<file path="src/source/motorPwmPkg.sv">
package motorPwmPkg;

    // pwm period length or period count in clock cycles
    typedef logic [11:0] periodT;

    // on-time amount or step length in clock cycles
    typedef logic [15:0] posT;

    // electrical step index, only 0 to 5 are used
    typedef logic [3:0] stepT;

    // phase number, A is 0, B is 1 and C is 2
    typedef logic [1:0] phaseSelT;

    // decision taken at every pwm period start
    typedef enum logic [1:0] {
        skipNone,
        skipMinLimit,
        skipNoActive
    } skipReasonE;

    // step framing from the commutation timer
    typedef struct packed {
        stepT step;
        logic first;
        logic last;
    } stepInfoS;

    // conducting phase pair of the current step
    typedef struct packed {
        logic     active;
        phaseSelT highPhase;
        phaseSelT lowPhase;
    } phaseCmdS;

    typedef struct packed {
        logic       pwm;
        logic       periodStart;
        skipReasonE skip;
    } pwmStatusS;

    // per-step on-time balance, lost wraps modulo 2^16
    typedef struct packed {
        logic valid;
        stepT step;
        posT  wanted;
        posT  delivered;
        posT  lost;
        posT  lostTotal;
    } lostReportS;

endpackage
</file>
<file path="src/source/motorPwmTop.sv">
module motorPwmTop #(
    parameter motorPwmPkg::posT MIN_ON = 16'd256
) (
    input  logic                    clk,
    input  logic                    arstN,
    input  logic                    run,
    input  motorPwmPkg::posT        stepLen,
    input  motorPwmPkg::periodT     periodLen,
    input  motorPwmPkg::posT        dutyPos,
    output logic [2:0]              gateHigh,
    output logic [2:0]              gateLow,
    output logic                    pwm,
    output motorPwmPkg::lostReportS report
);

    motorPwmPkg::stepInfoS  stepInfo;
    motorPwmPkg::phaseCmdS  phaseCmd;
    motorPwmPkg::pwmStatusS pwmStatus;

    commutationTimer u_commutationTimer (
        .clk      (clk),
        .arstN    (arstN),
        .run      (run),
        .stepLen  (stepLen),
        .stepInfo (stepInfo)
    );

    stepDecoder u_stepDecoder (
        .run      (run),
        .stepInfo (stepInfo),
        .phaseCmd (phaseCmd)
    );

    pwmGenerator #(
        .MIN_ON (MIN_ON)
    ) u_pwmGenerator (
        .clk       (clk),
        .arstN     (arstN),
        .run       (run),
        .stepInfo  (stepInfo),
        .periodLen (periodLen),
        .dutyPos   (dutyPos),
        .status    (pwmStatus)
    );

    lostAccount u_lostAccount (
        .clk      (clk),
        .arstN    (arstN),
        .run      (run),
        .stepInfo (stepInfo),
        .dutyPos  (dutyPos),
        .status   (pwmStatus),
        .report   (report)
    );

    gateDriveMux u_gateDriveMux (
        .clk      (clk),
        .arstN    (arstN),
        .phaseCmd (phaseCmd),
        .pwm      (pwmStatus.pwm),
        .gateHigh (gateHigh),
        .gateLow  (gateLow)
    );

    assign pwm = pwmStatus.pwm;

endmodule

</file>
<file path="src/source/gateDriveMux.sv">
module gateDriveMux (
    input  logic                  clk,
    input  logic                  arstN,
    input  motorPwmPkg::phaseCmdS phaseCmd,
    input  logic                  pwm,
    output logic [2:0]            gateHigh,
    output logic [2:0]            gateLow
);

    logic [2:0] highNext;
    logic [2:0] lowNext;

    // only the high side is chopped, the low side conducts all step long
    always_comb begin
        for (int i = 0; i < 3; i++) begin
            highNext[i] = phaseCmd.active && pwm
                && (phaseCmd.highPhase == motorPwmPkg::phaseSelT'(i));
            lowNext[i]  = phaseCmd.active
                && (phaseCmd.lowPhase == motorPwmPkg::phaseSelT'(i));
        end
    end

    // registered gates, all off after reset
    always_ff @(posedge clk or negedge arstN) begin
        if (!arstN) begin
            gateHigh <= '0;
            gateLow  <= '0;
        end else begin
            gateHigh <= highNext;
            gateLow  <= lowNext;
        end
    end

endmodule

</file>
<file path="src/source/lostAccount.sv">
module lostAccount (
    input  logic                   clk,
    input  logic                   arstN,
    input  logic                   run,
    input  motorPwmPkg::stepInfoS  stepInfo,
    input  motorPwmPkg::posT       dutyPos,
    input  motorPwmPkg::pwmStatusS status,
    output motorPwmPkg::lostReportS report
);

    motorPwmPkg::posT wantedAcc;
    motorPwmPkg::posT deliveredAcc;
    motorPwmPkg::posT wantedNow;
    motorPwmPkg::posT deliveredNow;
    motorPwmPkg::posT lostNow;
    motorPwmPkg::posT totalNow;

    // totals including this cycle, so the last cycle of a step counts
    assign wantedNow    = status.periodStart ? wantedAcc + dutyPos : wantedAcc;
    assign deliveredNow = status.pwm ? deliveredAcc + 16'd1 : deliveredAcc;
    assign lostNow      = wantedNow - deliveredNow;
    // running total over one turn, restarts with step 0
    assign totalNow     = (stepInfo.step == '0) ? lostNow : report.lostTotal + lostNow;

    always_ff @(posedge clk or negedge arstN) begin
        if (!arstN) begin
            wantedAcc    <= '0;
            deliveredAcc <= '0;
        end else if (!run || stepInfo.last) begin
            wantedAcc    <= '0;
            deliveredAcc <= '0;
        end else begin
            wantedAcc    <= wantedNow;
            deliveredAcc <= deliveredNow;
        end
    end

    // one report per step, payload held until the next one
    always_ff @(posedge clk or negedge arstN) begin
        if (!arstN) begin
            report <= '0;
        end else begin
            report.valid <= run && stepInfo.last;
            if (run && stepInfo.last) begin
                report.step      <= stepInfo.step;
                report.wanted    <= wantedNow;
                report.delivered <= deliveredNow;
                report.lost      <= lostNow;
                report.lostTotal <= totalNow;
            end
        end
    end

endmodule

</file>
<file path="src/source/pwmGenerator.sv">
module pwmGenerator #(
    parameter motorPwmPkg::posT MIN_ON = 16'd256
) (
    input  logic                   clk,
    input  logic                   arstN,
    input  logic                   run,
    input  motorPwmPkg::stepInfoS  stepInfo,
    input  motorPwmPkg::periodT    periodLen,
    input  motorPwmPkg::posT       dutyPos,
    output motorPwmPkg::pwmStatusS status
);

    motorPwmPkg::periodT     periodCnt;
    motorPwmPkg::posT        pulseCnt;
    motorPwmPkg::posT        remain;
    motorPwmPkg::posT        posSum;
    motorPwmPkg::posT        periodLenPos;
    motorPwmPkg::posT        pulseLoad;
    motorPwmPkg::skipReasonE skipReason;
    logic                    periodStart;

    assign periodStart  = run && (stepInfo.first || periodCnt == 12'd1);

    // carried on-time plus this period's request
    assign posSum       = remain + dutyPos;
    assign periodLenPos = {4'd0, periodLen};
    // a pulse never outlasts its period
    assign pulseLoad    = (posSum < periodLenPos) ? posSum : periodLenPos;

    always_comb begin
        if (!run) begin
            skipReason = motorPwmPkg::skipNoActive;
        end else if (posSum < MIN_ON) begin
            skipReason = motorPwmPkg::skipMinLimit;
        end else begin
            skipReason = motorPwmPkg::skipNone;
        end
    end

    // period counter restarts on every step start
    always_ff @(posedge clk or negedge arstN) begin
        if (!arstN) begin
            periodCnt <= '0;
        end else if (!run || stepInfo.first || periodCnt == 12'd1) begin
            periodCnt <= periodLen;
        end else begin
            periodCnt <= periodCnt - 12'd1;
        end
    end

    // short pulses are carried forward, the carry dies with the step
    always_ff @(posedge clk or negedge arstN) begin
        if (!arstN) begin
            remain <= '0;
        end else if (!run || stepInfo.last) begin
            remain <= '0;
        end else if (periodStart) begin
            if (skipReason == motorPwmPkg::skipMinLimit) begin
                remain <= posSum;
            end else begin
                remain <= '0;
            end
        end
    end

    // pulse counter, pwm is high while it is nonzero
    always_ff @(posedge clk or negedge arstN) begin
        if (!arstN) begin
            pulseCnt <= '0;
        end else if (!run) begin
            pulseCnt <= '0;
        end else if (periodStart && skipReason == motorPwmPkg::skipNone) begin
            pulseCnt <= pulseLoad;
        end else if (pulseCnt != '0) begin
            pulseCnt <= pulseCnt - 16'd1;
        end
    end

    assign status.pwm         = (pulseCnt != '0);
    assign status.periodStart = periodStart;
    assign status.skip        = skipReason;

endmodule

</file>
<file path="src/source/stepDecoder.sv">
module stepDecoder (
    input  logic                  run,
    input  motorPwmPkg::stepInfoS stepInfo,
    output motorPwmPkg::phaseCmdS phaseCmd
);

    localparam motorPwmPkg::phaseSelT PHASE_A = 2'd0;
    localparam motorPwmPkg::phaseSelT PHASE_B = 2'd1;
    localparam motorPwmPkg::phaseSelT PHASE_C = 2'd2;

    assign phaseCmd.active = run;

    // commutation order, high side first
    always_comb begin
        case (stepInfo.step)
            4'd0: begin
                phaseCmd.highPhase = PHASE_A;
                phaseCmd.lowPhase  = PHASE_B;
            end
            4'd1: begin
                phaseCmd.highPhase = PHASE_A;
                phaseCmd.lowPhase  = PHASE_C;
            end
            4'd2: begin
                phaseCmd.highPhase = PHASE_B;
                phaseCmd.lowPhase  = PHASE_C;
            end
            4'd3: begin
                phaseCmd.highPhase = PHASE_B;
                phaseCmd.lowPhase  = PHASE_A;
            end
            4'd4: begin
                phaseCmd.highPhase = PHASE_C;
                phaseCmd.lowPhase  = PHASE_A;
            end
            4'd5: begin
                phaseCmd.highPhase = PHASE_C;
                phaseCmd.lowPhase  = PHASE_B;
            end
            default: begin
                // unreachable, the timer wraps at 5
                phaseCmd.highPhase = PHASE_A;
                phaseCmd.lowPhase  = PHASE_B;
            end
        endcase
    end

endmodule

</file>
<file path="src/source/commutationTimer.sv">
module commutationTimer (
    input  logic                  clk,
    input  logic                  arstN,
    input  logic                  run,
    input  motorPwmPkg::posT      stepLen,
    output motorPwmPkg::stepInfoS stepInfo
);

    motorPwmPkg::posT  stepCnt;
    motorPwmPkg::posT  stepCntNext;
    motorPwmPkg::stepT stepNext;
    logic              started;
    logic              restart;

    // a step begins on the first running cycle and after every last
    assign restart     = !started || stepInfo.last;
    assign stepCntNext = restart ? '0 : stepCnt + 16'd1;

    // six electrical steps per turn
    always_comb begin
        if (stepInfo.last) begin
            if (stepInfo.step == 4'd5) begin
                stepNext = '0;
            end else begin
                stepNext = stepInfo.step + 4'd1;
            end
        end else begin
            stepNext = stepInfo.step;
        end
    end

    always_ff @(posedge clk or negedge arstN) begin
        if (!arstN) begin
            started        <= 1'b0;
            stepCnt        <= '0;
            stepInfo.step  <= '0;
            stepInfo.first <= 1'b0;
            stepInfo.last  <= 1'b0;
        end else if (!run) begin
            // idle, everything parked at step 0
            started        <= 1'b0;
            stepCnt        <= '0;
            stepInfo.step  <= '0;
            stepInfo.first <= 1'b0;
            stepInfo.last  <= 1'b0;
        end else begin
            started        <= 1'b1;
            stepCnt        <= stepCntNext;
            stepInfo.step  <= stepNext;
            // strobes are registered together with the count they frame
            stepInfo.first <= restart;
            stepInfo.last  <= (stepCntNext == stepLen - 16'd1);
        end
    end

endmodule

</file>
<file path="config.mk">
export PLATFORM = sky130hd
export DESIGN_NAME = motorPwmTop
export DESIGN_NICKNAME = d
export VERILOG_FILES = /design/src/source/motorPwmPkg.sv /design/src/source/motorPwmTop.sv /design/src/source/gateDriveMux.sv /design/src/source/lostAccount.sv /design/src/source/pwmGenerator.sv /design/src/source/stepDecoder.sv /design/src/source/commutationTimer.sv
export SDC_FILE = /design/constraint.sdc
export NUM_CORES = 1
export LEC_CHECK = 0
export BUFFER_PORTS_ARGS = -buffer_cell sky130_fd_sc_hd__buf_2
export CORE_MARGIN = 8
export CORE_UTILIZATION = 35
export DETAILED_ROUTE_END_ITERATION = 16
export HOLD_SLACK_MARGIN = 0.06
export PLACE_DENSITY = 0.64
export SLEW_MARGIN = 20
export SYNTH_ARGS = -nofsm -noshare
export SYNTH_HDL_FRONTEND = slang
export SYNTH_SLANG_ARGS = --single-unit
export TNS_END_PERCENT = 30
</file>
<file path="constraint.sdc">
create_clock -name clk -period 13 [get_ports clk]
set_input_delay 1.3 -clock clk [delete_from_list [all_inputs] [get_ports clk]]
set_output_delay 1.3 -clock clk [all_outputs]
set_load 0.05 [all_outputs]
</file>
==> impl_metrics.yaml <==
detailed_routing:
  firstDrtPassIters: 5
  wl_per_cell_microns: 16.0
  via_per_inst: 5.08
  antenna_left: 0
  wirelength_microns: 27200
  routed-wl-met3_microns: 1250
  first_iter_violations: 452
  top_layer: "met4"
  drc: 0
  vias: 8622
  met1_length_microns: 13000
  wl_met2_microns: 12500
synth:
  syn_area_sq_um: 10900
  yosys-top-cells-count: "dfrtp_1 (174), nor2_1 (134), nand2_1 (97)"
  synth-main-ff-cell: "dfrtp_1"
  yosys.cell_count.top_type: "dfrtp_1"
  synth_area_leaders: "dfrtp_1 (40%), ha_1 (8.9%), xnor2_1 (6.2%), nor2_1 (4.6%), xor2_1 (4.0%)"
  netlist.area_leader.share_pct: 40.0
  synthArstFlopShare_pct: 100
  syn_nets: 1307
  ys_warn_count: 0
  ys_seq_elements: 174
  post-synth-top-area-cell: "dfrtp_1"
  synth_edf_count: 0
  syn-mean-instance-area_sq_um: 9.22
  seq_area_frac_synth_pct: 40.0
  yosysUniqueCellTypes: 67
  synthCells: 1179
critical_path:
  endpoint_kind: "flip-flop"
  r2r_end: "u_lostAccount.report[15]$_DFFE_PN0P_"
  timing.rr.start: "u_pwmGenerator.periodCnt[4]$_DFF_PN0_"
  ff2ff_setup_slack_ns: 6.24
  critPathLaunchType: "flip-flop"
  critPathMaxStageDelay_ns: 0.62
  worst-setup-path-type: "flip-flop to flip-flop"
  crit_fanout: 22
  critPathMostFrequentCell: "a21oi_1"
  cp_slowest_cell: "nor4_1"
  r2r_cells: 26
  worstPathArrival_ns: 7.08
  required_ns: 13.32
final_layout:
  syn2layout_area_growth_pct: 15.2
  nets: 1417
  final_util_pct: 41.0
  nFillCells: 3089
  final_area_sq_um: 12500
  regArea_sq_um: 4350
  final-instance-count-excl-fill: 1698
  num_antenna_cells: 0
  multi_input_area_sq_um: 6180
  final_layout_size_suffix_gt1_share_pct: 16.1
placed_design:
  place_congestion: 0.842
  placedCellCount: 1665
  post-place-ws_ns: 5.93
  port_buffers: 122
  place_area_sq_um: 11900
  dpl.hpwl_microns: 20500
global_routing:
  antenna_found_initial: 0
  overflow: 0
  grtUsageTotal_pct: 15.1
  grt_pass1_vias: 8697
  grt_pass1_wl_microns: 45500
  grt_max_degree: 87
clock_network:
  cts_root_buf: "clkbuf_16"
  cts.clk_slew.worst_paths_ns: 0.08
  cts_setup_buffers: 0
  cts_resized: 0
  clockBufferDepth: 2
  clock_latency_ns: 0.44
  ctsHoldBuffers: 0
  cts.sinks: 174
  cts.htree.levels: 4
  cts_tree: "yes"
  cts_buffers: 17
timing:
  whs_ns: 0.478
  rsz0062_at_grt: "no"
  finalMaxSlewViolations: 0
  period_share_pct: 52.0
  min_period_ns: 6.76
  max_clock_freq_mhz: 148
  worst_slew_pin_slew_ns: 0.954
  final.setup.worst_slack_ns: 6.24
  setup_tns_ns: 0
  relSlewSlack_pct: 36.2
  final-hold-violation-count: 0
  fin_skew_ns: 0.0103
  setup_violations: 0
outcome:
  status: "finished, final reports clean"
power:
  power_leakage_nw: 6.17
  comb_power_share_pct: 26.2
  seq_power_share_pct: 39.4
  p_per_area_nw_per_um2: 119
  power_mw: 1.49
  p_int_mw: 0.996
  clock_power_share_pct: 34.4
  peakVddDrop_mv: 0.0902
  p_sw_mw: 0.493
  switching_share_pct: 33.1
hold_path:
  whs_endpoint: "u_lostAccount.report[55]$_DFFE_PN0P_"
  min_path_type: "flip-flop to flip-flop"
  hold_depth: 2
  worstHoldStart: "u_lostAccount.report[55]$_DFFE_PN0P_"
floorplanning:
  dieArea_sq_um: 37000
  io_pins: 123
  die_h_microns: 192
  rows: 64
  core_sq_um: 30600
  fp.dieW_microns: 192
  start_util_pct: 35.6
flow_run:
  maxCapViolations: 0
cell usage in the layout, fill, tap and decap left out, types with 4 or more instances in the layout:
| cell type | n |
|---|---|
| o31ai_1 | 4 |
| nor4_1 | 14 |
| nand2b_1 | 13 |
| dfrtp_1 | 174 |
| ha_1 | 77 |
| a21oi_1 | 87 |
| buf_4 | 8 |
| o21bai_1 | 10 |
| and2_1 | 24 |
| o21ai_0 | 73 |
| a22o_1 | 11 |
| nand4_1 | 11 |
| nor2_1 | 134 |
| inv_8 | 6 |
| and3_1 | 5 |
| nand2_1 | 96 |
| fa_1 | 4 |
| mux2i_1 | 22 |
| nor2b_1 | 17 |
| nor3b_1 | 4 |
| a21o_1 | 17 |
| xnor2_1 | 77 |
| buf_2 | 121 |
| o21a_1 | 8 |
| clkbuf_16 | 17 |
| nor3_1 | 31 |
| a211oi_1 | 9 |
| inv_1 | 53 |
| o211ai_1 | 5 |
| clkinvlp_4 | 5 |
| a31oi_1 | 7 |
| xor2_1 | 50 |
| mux2_2 | 21 |
| or2_2 | 5 |
| nand3_1 | 21 |
worst max-delay path by stage:
stage	slack, ns	start	cells past startpoint	to
floorplan	6.67	u_pwmGenerator.pulseCnt[6]$_DFFE_PN0P_	26	u_lostAccount.report[15]$_DFFE_PN0P_
global placement	6.05	run	24	u_lostAccount.report[15]$_DFFE_PN0P_
detailed placement	5.93	run	24	u_lostAccount.report[15]$_DFFE_PN0P_
CTS	6.29	u_pwmGenerator.periodCnt[4]$_DFF_PN0_	26	u_lostAccount.report[15]$_DFFE_PN0P_
global route	5.72	u_pwmGenerator.periodCnt[4]$_DFF_PN0_	26	u_lostAccount.report[15]$_DFFE_PN0P_
finish	6.24	u_pwmGenerator.periodCnt[4]$_DFF_PN0_	26	u_lostAccount.report[15]$_DFFE_PN0P_
power by group through the flow:
stage                     logic (mW)  clock network, mW  registers (mW)
after floorplan                0.288                  0           0.593
after global placement         0.376                  0           0.595
after detailed placement       0.385                  0           0.596
after CTS                      0.390              0.526           0.586
after global routing           0.443              0.549           0.590
final                          0.390              0.512           0.587
flip-flops by register name, summed over array words and instances, names as in the netlist:
name,cells
u_commutationTimer.started,1
u_commutationTimer.stepCnt,16
u_commutationTimer.stepInfo,6
u_gateDriveMux.gateHigh,3
u_gateDriveMux.gateLow,3
u_lostAccount.deliveredAcc,16
u_lostAccount.report,69
u_lostAccount.wantedAcc,16
u_pwmGenerator.periodCnt,12
u_pwmGenerator.pulseCnt,16
u_pwmGenerator.remain,16
per-layer routing:
layer,vias up,GRT usage [%]
met2,169,24.3
met1,4103,20.4
li1,4324,-
met5,-,0
met3,26,3.27
met4,0,3.88
critical path: cells and delay by family, from the launching register on:
kind	cells	cell delay [ns]
compound gates	12	2.23
fa+ha+maj	3	0.96
xor+xnor	1	0.21
flops	1	0.43
buf+inv	2	0.26
simple gates	6	1.57
mux	2	0.97
kinds of logic (layout without fill, tap and decap cells):
group / count (synthesis) / in the layout / synth area share, %
simple gates: 399 / 399 / 17.5
fa+ha+maj: 81 / 81 / 9.60
flops: 174 / 174 / 40.0
compound gates: 257 / 257 / 14.6
xor+xnor: 128 / 128 / 10.5
mux: 44 / 44 / 4.44
buf+inv: 96 / 219 / 3.34
area by class of cell:
class                           count  area share (%)
Clock buffer                       18            3.43
Timing Repair Buffer              131            5.62
Sequential cell                   174            34.8
Clock inverter                     14            1.22
Tap cell                          396            3.95
Inverter                           56            1.68
Multi-Input combinational cell    909            49.4
No activity file was read; power rests on OpenSTA's default activity.
